$ cat config.mk
export PLATFORM = sky130hd
export DESIGN_NAME = gpio_top
export DESIGN_NICKNAME = d
export VERILOG_FILES = /design/src/gpio_pkg.sv /design/src/gpio_apb_regs.sv /design/src/gpio_input_sync.sv /design/src/gpio_irq_detect.sv /design/src/gpio_top.sv
export SDC_FILE = /design/constraint.sdc
export NUM_CORES = 1
export LEC_CHECK = 0
export BUFFER_PORTS_ARGS = -buffer_cell sky130_fd_sc_hd__buf_2
export CORE_ASPECT_RATIO = 0.8
export CORE_MARGIN = 2
export CORE_UTILIZATION = 50
export CTS_CLUSTER_SIZE = 8
export DETAILED_ROUTE_END_ITERATION = 7
export PLACE_DENSITY = 0.71
export SKIP_CTS_REPAIR_TIMING = 1
export SLEW_MARGIN = 20
export SYNTH_ARGS = -nofsm -noshare
export SYNTH_HDL_FRONTEND = slang
export SYNTH_HIERARCHICAL = 1
export SYNTH_SLANG_ARGS = --single-unit
$ cat constraint.sdc
create_clock -name PCLK -period 1.88 [get_ports PCLK]
set_input_delay 0.188 -clock PCLK [delete_from_list [all_inputs] [get_ports PCLK]]
set_output_delay 0.188 -clock PCLK [all_outputs]
set_load 0.03 [all_outputs]
$ cat src/gpio_pkg.sv
// shared types and constants for the APB GPIO block
package gpio_pkg;

   // --------------------
   // widths
   // --------------------
   localparam int gpio_max = 32;

   // one bit per pin
   typedef logic [gpio_max-1:0] pin_vec_t;
   typedef logic [31:0]         apb_data_t;
   // byte address on APB
   typedef logic [7:0]          apb_addr_t;

   // --------------------
   // interrupt type codes
   // --------------------
   typedef logic [2:0] int_type_t;

   localparam int_type_t int_level_high = 3'd0;
   localparam int_type_t int_level_low  = 3'd1;
   localparam int_type_t int_edge_pos   = 3'd2;
   localparam int_type_t int_edge_neg   = 3'd3;
   localparam int_type_t int_edge_both  = 3'd4;
   // codes 5 to 7 give no interrupt

   // per-pin configuration byte
   typedef struct packed {
      int_type_t int_type;
      logic      rsvd;
      logic      int_en;
      logic      oe_en;
      logic      in_en;
      logic      out_en;
   } pin_cfg_t;

   // all config bytes, pin 0 in the low byte
   typedef pin_cfg_t [gpio_max-1:0] cfg_array_t;

   // synchronizer taps
   typedef struct packed {
      pin_vec_t cur;
      pin_vec_t prev;
   } pin_sample_t;

   // --------------------
   // register map
   // --------------------
   localparam apb_addr_t addr_cfg_limit = 8'h80;
   localparam apb_addr_t addr_intr      = 8'h80;
   localparam apb_addr_t addr_gpin      = 8'h90;
   localparam apb_addr_t addr_gpout     = 8'hA0;

   // ones for the pins that exist
   function automatic pin_vec_t pin_mask(input int n);
      pin_vec_t mask;
      mask = '0;
      for (int i = 0; i < gpio_max; i++)
      begin
         if (i < n)
            mask[i] = 1'b1;
      end
      return mask;
   endfunction

endpackage

$ cat src/gpio_apb_regs.sv
`timescale 1ns/1ps

module gpio_apb_regs #(
   parameter int                 io_num      = 32,
   parameter gpio_pkg::pin_vec_t gpout_reset = '0
) (
   input  logic                  PCLK,
   input  logic                  aresetn,
   input  logic                  psel_i,
   input  logic                  penable_i,
   input  logic                  pwrite_i,
   input  gpio_pkg::apb_addr_t   paddr_i,
   input  gpio_pkg::apb_data_t   pwdata_i,
   input  gpio_pkg::pin_sample_t sample_i,
   input  gpio_pkg::pin_vec_t    intr_reg_i,
   output gpio_pkg::apb_data_t   prdata_o,
   output gpio_pkg::cfg_array_t  cfg_o,
   output gpio_pkg::pin_vec_t    clear_o,
   output gpio_pkg::pin_vec_t    gpio_out_o,
   output gpio_pkg::pin_vec_t    gpio_oe_o
);

   localparam gpio_pkg::pin_vec_t io_mask = gpio_pkg::pin_mask(io_num);

   gpio_pkg::cfg_array_t cfg_q;
   gpio_pkg::pin_vec_t   gpout_q;
   gpio_pkg::pin_vec_t   out_en;
   gpio_pkg::pin_vec_t   oe_en;
   gpio_pkg::pin_vec_t   in_en;
   gpio_pkg::pin_vec_t   gpin;
   logic [5:0]           cfg_idx;
   logic                 wr_en;
   logic                 cfg_hit;

   // --------------------
   // write decode
   // --------------------
   // access phase of an APB write
   assign wr_en = psel_i & penable_i & pwrite_i;

   // word index into the config bank
   assign cfg_idx = paddr_i[7:2];
   assign cfg_hit = (paddr_i < gpio_pkg::addr_cfg_limit) && (int'(cfg_idx) < io_num);

   always_ff @(posedge PCLK or negedge aresetn)
   begin
      if (!aresetn)
         cfg_q <= '0;
      else if (wr_en && cfg_hit)
         cfg_q[cfg_idx[4:0]] <= gpio_pkg::pin_cfg_t'(pwdata_i[7:0]);
   end

   // output register, unused pins kept at zero
   always_ff @(posedge PCLK or negedge aresetn)
   begin
      if (!aresetn)
         gpout_q <= gpout_reset & io_mask;
      else if (wr_en && (paddr_i == gpio_pkg::addr_gpout))
         gpout_q <= pwdata_i & io_mask;
   end

   // write ones to clear sticky bits
   assign clear_o = (wr_en && (paddr_i == gpio_pkg::addr_intr)) ? pwdata_i : '0;

   assign cfg_o = cfg_q;

   // split config fields into pin vectors
   always_comb
   begin
      for (int i = 0; i < gpio_pkg::gpio_max; i++)
      begin
         out_en[i] = cfg_q[i].out_en;
         oe_en[i]  = cfg_q[i].oe_en;
         in_en[i]  = cfg_q[i].in_en;
      end
   end

   // input value as seen by software
   assign gpin = sample_i.prev & in_en;

   // --------------------
   // read mux
   // --------------------
   always_comb
   begin
      prdata_o = '0;
      if (paddr_i < gpio_pkg::addr_cfg_limit)
      begin
         if (cfg_hit)
            prdata_o = {24'h0, cfg_q[cfg_idx[4:0]]};
      end
      else
      begin
         case (paddr_i)
            gpio_pkg::addr_intr:  prdata_o = intr_reg_i;
            gpio_pkg::addr_gpin:  prdata_o = gpin;
            gpio_pkg::addr_gpout: prdata_o = gpout_q;
            default:              prdata_o = '0;
         endcase
      end
   end

   // --------------------
   // pin drive
   // --------------------
   assign gpio_out_o = gpout_q & out_en;
   // enable needs the output path on as well
   assign gpio_oe_o  = oe_en & out_en;

endmodule

$ cat src/gpio_input_sync.sv
`timescale 1ns/1ps

module gpio_input_sync #(
   parameter int io_num = 32
) (
   input  logic                  PCLK,
   input  logic                  aresetn,
   input  gpio_pkg::pin_vec_t    gpio_in_i,
   output gpio_pkg::pin_sample_t sample_o
);

   localparam gpio_pkg::pin_vec_t io_mask = gpio_pkg::pin_mask(io_num);

   gpio_pkg::pin_vec_t gpin1;
   gpio_pkg::pin_vec_t gpin2;
   gpio_pkg::pin_vec_t gpin3;

   // three flop stages, unused pins stay at zero
   always_ff @(posedge PCLK or negedge aresetn)
   begin
      if (!aresetn)
      begin
         gpin1 <= '0;
         gpin2 <= '0;
         gpin3 <= '0;
      end
      else
      begin
         gpin1 <= gpio_in_i & io_mask;
         gpin2 <= gpin1;
         gpin3 <= gpin2;
      end
   end

   // cur after two edges, prev after three
   assign sample_o.cur  = gpin2;
   assign sample_o.prev = gpin3;

endmodule

$ cat src/gpio_irq_detect.sv
`timescale 1ns/1ps

module gpio_irq_detect #(
   parameter int io_num = 32
) (
   input  logic                  PCLK,
   input  logic                  aresetn,
   input  gpio_pkg::pin_sample_t sample_i,
   input  gpio_pkg::cfg_array_t  cfg_i,
   input  gpio_pkg::pin_vec_t    clear_i,
   output gpio_pkg::pin_vec_t    intr_reg_o,
   output gpio_pkg::pin_vec_t    int_o,
   output logic                  int_or_o
);

   localparam gpio_pkg::pin_vec_t io_mask = gpio_pkg::pin_mask(io_num);

   gpio_pkg::pin_vec_t int_en;
   gpio_pkg::pin_vec_t rise;
   gpio_pkg::pin_vec_t fall;
   gpio_pkg::pin_vec_t toggle;
   gpio_pkg::pin_vec_t edge_pos_q;
   gpio_pkg::pin_vec_t edge_neg_q;
   gpio_pkg::pin_vec_t edge_both_q;
   gpio_pkg::pin_vec_t int_sel;
   gpio_pkg::pin_vec_t intr_q;
   logic               clear_cycle;

   // enables only for pins that exist
   always_comb
   begin
      for (int i = 0; i < gpio_pkg::gpio_max; i++)
      begin
         int_en[i] = cfg_i[i].int_en & io_mask[i];
      end
   end

   // edges seen between the last two samples
   assign rise   = sample_i.cur & ~sample_i.prev;
   assign fall   = ~sample_i.cur & sample_i.prev;
   assign toggle = sample_i.cur ^ sample_i.prev;

   // --------------------
   // edge latches
   // --------------------
   // a new edge beats a clear, int_en low drops the latch
   always_ff @(posedge PCLK or negedge aresetn)
   begin
      if (!aresetn)
      begin
         edge_pos_q  <= '0;
         edge_neg_q  <= '0;
         edge_both_q <= '0;
      end
      else
      begin
         edge_pos_q  <= int_en & (rise | (edge_pos_q & ~clear_i));
         edge_neg_q  <= int_en & (fall | (edge_neg_q & ~clear_i));
         edge_both_q <= int_en & (toggle | (edge_both_q & ~clear_i));
      end
   end

   // --------------------
   // type select
   // --------------------
   always_comb
   begin
      for (int i = 0; i < gpio_pkg::gpio_max; i++)
      begin
         case (cfg_i[i].int_type)
            gpio_pkg::int_level_high: int_sel[i] = sample_i.prev[i];
            gpio_pkg::int_level_low:  int_sel[i] = ~sample_i.prev[i];
            gpio_pkg::int_edge_pos:   int_sel[i] = edge_pos_q[i];
            gpio_pkg::int_edge_neg:   int_sel[i] = edge_neg_q[i];
            gpio_pkg::int_edge_both:  int_sel[i] = edge_both_q[i];
            default:                  int_sel[i] = 1'b0;
         endcase
      end
   end

   assign int_o    = int_sel & int_en;
   assign int_or_o = |int_o;

   // --------------------
   // sticky register
   // --------------------
   assign clear_cycle = |clear_i;

   // loads live interrupts, holds minus cleared bits on a clear write
   always_ff @(posedge PCLK or negedge aresetn)
   begin
      if (!aresetn)
         intr_q <= '0;
      else if (clear_cycle)
         intr_q <= intr_q & ~clear_i;
      else
         intr_q <= int_o;
   end

   assign intr_reg_o = intr_q;

endmodule

$ cat src/gpio_top.sv
`timescale 1ns/1ps

module gpio_top #(
   parameter int                 io_num      = 32,
   parameter gpio_pkg::pin_vec_t gpout_reset = '0
) (
   input  logic                PCLK,
   input  logic                aresetn,
   // APB slave
   input  logic                psel_i,
   input  logic                penable_i,
   input  logic                pwrite_i,
   input  gpio_pkg::apb_addr_t paddr_i,
   input  gpio_pkg::apb_data_t pwdata_i,
   output gpio_pkg::apb_data_t prdata_o,
   output logic                pready_o,
   output logic                pslverr_o,
   // pins
   input  gpio_pkg::pin_vec_t  gpio_in_i,
   output gpio_pkg::pin_vec_t  gpio_out_o,
   output gpio_pkg::pin_vec_t  gpio_oe_o,
   // interrupts
   output gpio_pkg::pin_vec_t  int_o,
   output logic                int_or_o
);

   gpio_pkg::pin_sample_t sample;
   gpio_pkg::cfg_array_t  cfg;
   gpio_pkg::pin_vec_t    clear_mask;
   gpio_pkg::pin_vec_t    intr_reg;

   // no wait states, no errors
   assign pready_o  = 1'b1;
   assign pslverr_o = 1'b0;

   gpio_input_sync #(
      .io_num (io_num)
   ) sync_inst (
      .PCLK      (PCLK),
      .aresetn   (aresetn),
      .gpio_in_i (gpio_in_i),
      .sample_o  (sample)
   );

   gpio_irq_detect #(
      .io_num (io_num)
   ) detect_inst (
      .PCLK       (PCLK),
      .aresetn    (aresetn),
      .sample_i   (sample),
      .cfg_i      (cfg),
      .clear_i    (clear_mask),
      .intr_reg_o (intr_reg),
      .int_o      (int_o),
      .int_or_o   (int_or_o)
   );

   gpio_apb_regs #(
      .io_num      (io_num),
      .gpout_reset (gpout_reset)
   ) regs_inst (
      .PCLK       (PCLK),
      .aresetn    (aresetn),
      .psel_i     (psel_i),
      .penable_i  (penable_i),
      .pwrite_i   (pwrite_i),
      .paddr_i    (paddr_i),
      .pwdata_i   (pwdata_i),
      .sample_i   (sample),
      .intr_reg_i (intr_reg),
      .prdata_o   (prdata_o),
      .cfg_o      (cfg),
      .clear_o    (clear_mask),
      .gpio_out_o (gpio_out_o),
      .gpio_oe_o  (gpio_oe_o)
   );

endmodule

==> results.py, run 1 <==
metrics = {
    "detailed_routing": {
        "drt-total-wl_um": 93100,
        "routedWlPerCell_um": 26.2,
        "vias": 21176,
        "drt.antenna.violating_nets": 0,
        "drcViolationCount": 0,
        "vias_per_cell": 5.97,
        "first_pass_iters": 6,
        "drtIter0Drc": 2100,
    },
    "worst_setup_path": {
        "crit_chain": "mux2i_2, nor4b_4, a41oi_2, buf_6, nand4_1, buf_6, nor4_4, buf_4, nand4_1, buf_6",
        "worstSetupEndpointType": "output port",
        "slowest_delay_ns": 0.39,
        "cp_max_fo": 2,
        "rr_endpoint": "detect_inst/intr_reg_o[19]$_DFF_PN0_",
        "cp-start-kind": "flip-flop",
        "crit_type": "reg -> out",
        "slowest_stage": "dfrtp_1",
        "r2r-start": "regs_inst/cfg_o[157]$_DFFE_PN0P_",
        "reg2reg_slack_ns": 0.17,
        "crit_top_cell": "buf_6",
        "cp.arrival_ns": 2.99,
        "reg2reg_depth": 7,
        "required_ns": 1.69,
    },
    "timing": {
        "max_slew_margin_pct": 58.9,
        "post-route-period-util_pct": 169,
        "final-setup-viol-count": 75,
        "fin_ws_ns": -1.30,
        "tightest_slew_ns": 0.617,
        "hold-worst-slack_ns": 0.0269,
        "timing.fmax_mhz": 315,
        "drv_slew": 0,
        "hold_viol": 0,
        "skew_ns": 0.0148,
        "rsz0062_at_grt": "yes",
        "fin_crit_ns": 3.18,
    },
    "clocking": {
        "cts_buffer_depth": 3,
        "clkLatencyLatePin_ns": 0.61,
        "clock-root-buffer": "clkbuf_16",
        "cts.clk_slew.worst_paths_ns": 0.05,
        "cts_inserted_buffers": 74,
        "htreeDepth": 3,
        "cts_tree": "yes",
        "clock_sinks": 512,
    },
    "synthesis": {
        "synth_ff_type": "dfrtp_1",
        "synthArstFlopShare_pct": 100,
        "synth_area_um2": 24900,
        "synth_nets": 2175,
        "synth_edf_count": 0,
        "ys_types": 67,
        "syn_area_per_cell_um2": 12.2,
        "synth.yosys.seq_area_share_pct": 51.5,
        "yosysWarnings": 6,
        "synthCells": 2034,
        "synth_seq_cells": 512,
    },
    "placement": {
        "gp_congestion": 0.995,
        "pre_cts_ws_ns": -0.900,
        "dpl-instance-area_um2": 31000,
        "post-dp-hpwl_um": 62500,
        "port_buffers": 205,
    },
    "job": {
        "maxCapViolCount": 0,
    },
    "floorplan": {
        "rows": 73,
        "fp.coreArea_um2": 49400,
        "start_util_pct": 50.3,
        "dieArea_um2": 51500,
        "die_w_um": 253,
        "ioPinCount": 208,
        "die_h_um": 203,
    },
    "finish": {
        "final_cell_area_um2": 36200,
        "drive_gt1_share_pct": 50.8,
        "nets": 3008,
        "areaGrowthSynthToFinish_pct": 45.7,
        "final_common_cell": "dfrtp_1",
        "post-route-util_pct": 73.3,
        "final_cell_mix": "494 x dfrtp_1, 470 x buf_4, 257 x mux2_2, 144 x mux2i_1, 137 x buf_2",
    },
    "global_route": {
        "overflow": 0,
        "grt_max_degree": 85,
        "antenna_found_initial": 2,
        "grt_pass1_wl_um": 126000,
        "grt_pass1_vias": 20585,
        "track_usage_pct": 33.0,
    },
    "power": {
        "p_total_mw": 26.9,
        "power_leakage_nw": 17.8,
        "ir_drop_uv": 697,
        "powerDensity_nw_per_um2": 742,
    },
    "min_path": {
        "hold_path_class": "in -> async",
    },
    "status": {
        "outcome": "complete, but fails checks",
        "violations": "negative setup slack",
    },
}
## cells in the mapped netlist (19+ instances only)
cell type / number / area, um2
a22oi_1: 24 / 180
nand3_1: 32 / 160
ha_1: 64 / 801
a21o_1: 24 / 180
inv_1: 106 / 398
dfrtp_1: 512 / 12800
mux2_2: 264 / 2970
nor2b_1: 67 / 419
o21a_1: 65 / 488
o22ai_1: 67 / 419
nand2_1: 70 / 263
and2_1: 97 / 607
o21ai_0: 32 / 160
buf_2: 32 / 160
nand2b_1: 54 / 338
mux2i_1: 178 / 1780
mux2_4: 30 / 450
a21boi_0: 32 / 240
nor2_2: 19 / 119
clkbuf_1: 29 / 109
nor3b_1: 26 / 195
nor4_1: 28 / 175
## registers in the layout, indices dropped and copies added (netlist names)
signal,flops
detect_inst/intr_reg_o,32
regs_inst/gpout_q,32
regs_inst/cfg_o,256
sync_inst/gpin1,32
detect_inst/edge_neg_q,32
detect_inst/edge_pos_q,32
sync_inst/gpin3,32
detect_inst/edge_both_q,32
sync_inst/gpin2,32
## power breakdown
part           total, mW  leakage [nW]  internal, mW  switching, mW
clock network       11.8         0.964          7.16           4.64
registers           11.9          6.84          11.5          0.368
logic               3.23          10.0          1.52           1.70
## critical path, delay by kind of cell (launching register included)
family	cells	cell delay (ns)
AND/OR/NAND/NOR	4	0.69
flip-flops	1	0.39
AO/OA/AOI/OAI	1	0.19
multiplexers	1	0.30
buffers and inverters	4	0.80
## how the worst max path moves through the flow
| stage | to | start | depth (start not counted) | slack [ns] |
|---|---|---|---|---|
| after floorplan | detect_inst/intr_reg_o[10]$_DFF_PN0_ | paddr_i[4] | 11 | -0.12 |
| after global placement | detect_inst/intr_reg_o[2]$_DFF_PN0_ | paddr_i[6] | 13 | -0.87 |
| after CTS | int_or_o | regs_inst/cfg_o[85]$_DFFE_PN0P_ | 10 | -1.42 |
| final | int_or_o | regs_inst/cfg_o[87]$_DFFE_PN0P_ | 10 | -1.30 |
| after detailed placement | detect_inst/intr_reg_o[2]$_DFF_PN0_ | paddr_i[6] | 13 | -0.90 |
| after global routing | int_or_o | regs_inst/cfg_o[87]$_DFFE_PN0P_ | 10 | -1.34 |
## metrics by stage
step | std cells | TNS, ns
final | 3549 | -19.22
after global placement | 3341 | -70.52
after CTS | 3423 | -33.87
after detailed placement | 3341 | -88.86
after global routing | 3549 | -22.32
after floorplan | 2034 | -3.46
## cell type report
cell class              instances  area, um2
well taps                     675        845
clock buffers                  79       1930
inverters                     106        440
repair buffers                845       7510
clock inverters                 3       26.3
fillers                      3109      13200
diodes                          1       2.50
flip-flops and latches        512      12800
multi-input cells            1328      12600
## cell families after synthesis
| kind of cell | share of synthesized area [%] |
|---|---|
| DFF | 51.5 |
| muxes | 21.0 |
| and+or+nand+nor | 11.6 |
| AOI/OAI and AO/OA | 8.85 |
| buffers and inverters | 3.59 |
| adders and majority gates | 3.22 |
| xor gates and xnor gates | 0.141 |
| other | 0.0302 |
## layer usage
layer	up-vias	GRT usage (%)	share of wire, %
met1	10811	44.8	39
met5	-	0	0.014
met2	1118	50.1	45
met3	322	8.16	10
met4	2	15.2	5.8
li1	8923	-	-
Note: power is estimated with default switching activity, not from simulation.
==> run 2: changes to the inputs <==
--- a/config.mk
+++ b/config.mk
@@ -11,10 +11,11 @@
 export CORE_UTILIZATION = 50
 export CTS_CLUSTER_SIZE = 8
 export DETAILED_ROUTE_END_ITERATION = 7
-export PLACE_DENSITY = 0.71
+export PLACE_DENSITY = 0.67
 export SKIP_CTS_REPAIR_TIMING = 1
 export SLEW_MARGIN = 20
 export SYNTH_ARGS = -nofsm -noshare
 export SYNTH_HDL_FRONTEND = slang
 export SYNTH_HIERARCHICAL = 1
 export SYNTH_SLANG_ARGS = --single-unit
+export TNS_END_PERCENT = 30
==> run 2 against run 1 <==
  * The flow still finishes with violations (negative setup slack)
  * Combinational power shrank 3%
  * Sequential share of layout area grew 0.92 points
  * Via count is 5.2% lower
  * Register-to-register slack improved by 0.06 ns
  * Design area down 2.5%
  * Cell count is 1.5% lower
  * Utilization shrank 1.8 points
  * Critical endpoint unchanged
  * Largest cell class unchanged
  * Largest power group unchanged
==> results.py, run 2 (synthesized netlist as in run 1, its figures left out) <==
metrics = {
    "timing": {
        "fin_ws_ns": -1.22,
        "max_slew_margin_pct": 60.2,
        "final-setup-viol-count": 45,
        "timing.fmax_mhz": 323,
        "fin_crit_ns": 3.10,
        "post-route-period-util_pct": 165,
        "skew_ns": 0.0128,
        "drv_slew": 0,
        "setup_tns_ns": -16.78,
        "tightest_slew_ns": 0.597,
        "hold-worst-slack_ns": 0.0645,
        "rsz0062_at_grt": "yes",
        "hold_viol": 0,
    },
    "worst_setup_path": {
        "crit_type": "reg -> out",
        "cp_max_fo": 2,
        "worstSetupEndpointType": "output port",
        "required_ns": 1.69,
        "cp-start-kind": "flip-flop",
        "cp.arrival_ns": 2.91,
    },
    "floorplan": {
        "fp.coreArea_um2": 49400,
        "die_h_um": 203,
        "die_w_um": 253,
        "rows": 73,
        "ioPinCount": 208,
        "start_util_pct": 50.3,
        "dieArea_um2": 51500,
    },
    "finish": {
        "largest_reg_flops": 256,
        "n_antenna_cell": 0,
        "drive_gt1_share_pct": 49.0,
        "final_cell_mix": "492 x dfrtp_1, 464 x buf_4, 257 x mux2_2, 152 x buf_2, 125 x mux2i_1",
        "areaGrowthSynthToFinish_pct": 42.0,
        "final_common_cell": "dfrtp_1",
        "fin_cells": 3496,
        "nets": 2957,
    },
    "clocking": {
        "cts_buffer_depth": 3,
        "cts_inserted_buffers": 73,
        "clkLatencyLatePin_ns": 0.61,
        "clock-root-buffer": "clkbuf_16",
        "cts_tree": "yes",
        "htreeDepth": 3,
        "cts.clk_slew.worst_paths_ns": 0.05,
        "clock_sinks": 512,
    },
    "global_route": {
        "grt_pass1_wl_um": 126000,
        "grt_pass1_vias": 20480,
        "antenna_found_initial": 4,
        "grt_max_degree": 81,
        "track_usage_pct": 33.0,
        "overflow": 0,
    },
    "power": {
        "sequentialPowerShare_pct": 44.1,
        "powerDensity_nw_per_um2": 762,
        "p_total_mw": 26.9,
        "internal_power_mw": 20.3,
        "swShare_pct": 24.6,
        "ir_drop_uv": 820,
        "power_frac_clock_pct": 44.2,
        "pwr-share-comb_pct": 11.6,
        "power_leakage_nw": 17.4,
        "p_switching_mw": 6.61,
    },
    "status": {
        "outcome": "complete, but fails checks",
        "violations": "negative setup slack",
    },
    "placement": {
        "port_buffers": 205,
        "post-dp-hpwl_um": 61500,
        "gp_congestion": 0.941,
        "dpl.cell_count": 3335,
    },
    "detailed_routing": {
        "first_pass_iters": 5,
        "vias_per_cell": 5.74,
        "drt-total-wl_um": 85900,
        "drcViolationCount": 0,
        "drt.antenna.violating_nets": 0,
        "drtIter0Drc": 1684,
        "vias": 20084,
        "routedWlPerCell_um": 24.6,
    },
    "job": {
        "maxCapViolCount": 0,
    },
    "min_path": {
        "hold_path_class": "in -> async",
    },
}
run 2: cell count changes in the layout (fill, tap and decap cells not counted), moves of 10 or more:
cell and change:
buf_6 -44, nand2_2 -12, mux2i_1 -19, a22oi_2 -14, nand2_1 +13, buf_2 +15, buf_12 -11, a22oi_1 +14
mux2i_2 +10
run 2: final timing paths:
check / startpoint / endpoint / slack [ns] / cells past startpoint
worst max-delay path: regs_inst/cfg_o[85]$_DFFE_PN0P_ / int_or_o / -1.22 / 10
worst min-delay path: aresetn / sync_inst/gpin2[19]$_DFF_PN0_ / 0.06 / 2
worst max register to register: regs_inst/cfg_o[79]$_DFFE_PN0P_ / detect_inst/intr_reg_o[9]$_DFF_PN0_ / 0.23 / 6
worst min register to register: sync_inst/gpin1[1]$_DFF_PN0_ / sync_inst/gpin2[1]$_DFF_PN0_ / 0.34 / 0
max in group asynchronous: aresetn / regs_inst/cfg_o[223]$_DFFE_PN0P_ / 1.04 / 3
min in group PCLK: pwdata_i[13] / detect_inst/edge_both_q[13]$_DFF_PN0_ / 0.16 / 5
run 2: worst max-delay path, stage by stage (launching register included):
cell     delay (ns)
dfrtp_1        0.39
buf_6          0.12
a21o_1         0.16
a41oi_2        0.19
buf_6          0.16
nand4_1        0.20
buf_6          0.21
nor4_4         0.23
buf_4          0.18
nand4_1        0.22
buf_6          0.23
run 2: cell type report:
cell class	instances	area (um2)
fill	3354	14100
sequential	512	12800
multi-input combinational	1328	12600
timing repair buffer	795	6620
clock buffer	79	1980
tap	675	845
inverter	106	420
clock inverter	1	8.76
run 2: power groups by stage:
| stage | Clock (mW) | Sequential (mW) | Combinational [mW] |
|---|---|---|---|
| 3_3_place_gp | 0 | 12.0 | 2.58 |
| 6_report | 11.9 | 11.9 | 3.12 |
| 3_5_place_dp | 0 | 12.0 | 2.65 |
| 5_1_grt | 12.6 | 11.9 | 3.31 |
| 2_1_floorplan | 0 | 11.9 | 1.07 |
| 4_1_cts | 12.1 | 11.8 | 2.67 |
run 2: per-stage QoR:
| step | worst slack, ns | area [um2] | utilization [%] |
|---|---|---|---|
| global placement | -0.943 | 30900 | 62.6 |
| floorplan | -0.123 | 25100 | - |
| global route | -1.26 | 35300 | 71.5 |
| detailed placement | -0.936 | 30900 | 62.6 |
| CTS | -1.54 | 32900 | 66.6 |
| finish | -1.22 | 35300 | 71.5 |
run 2: routing by layer:
metal	share of wire [%]	track usage (%)	wire, um
met4	3.7	12.7	3150
met1	43	44.8	36600
met3	7.4	8.35	6390
met2	46	50.9	39800
met5	0.028	0	24
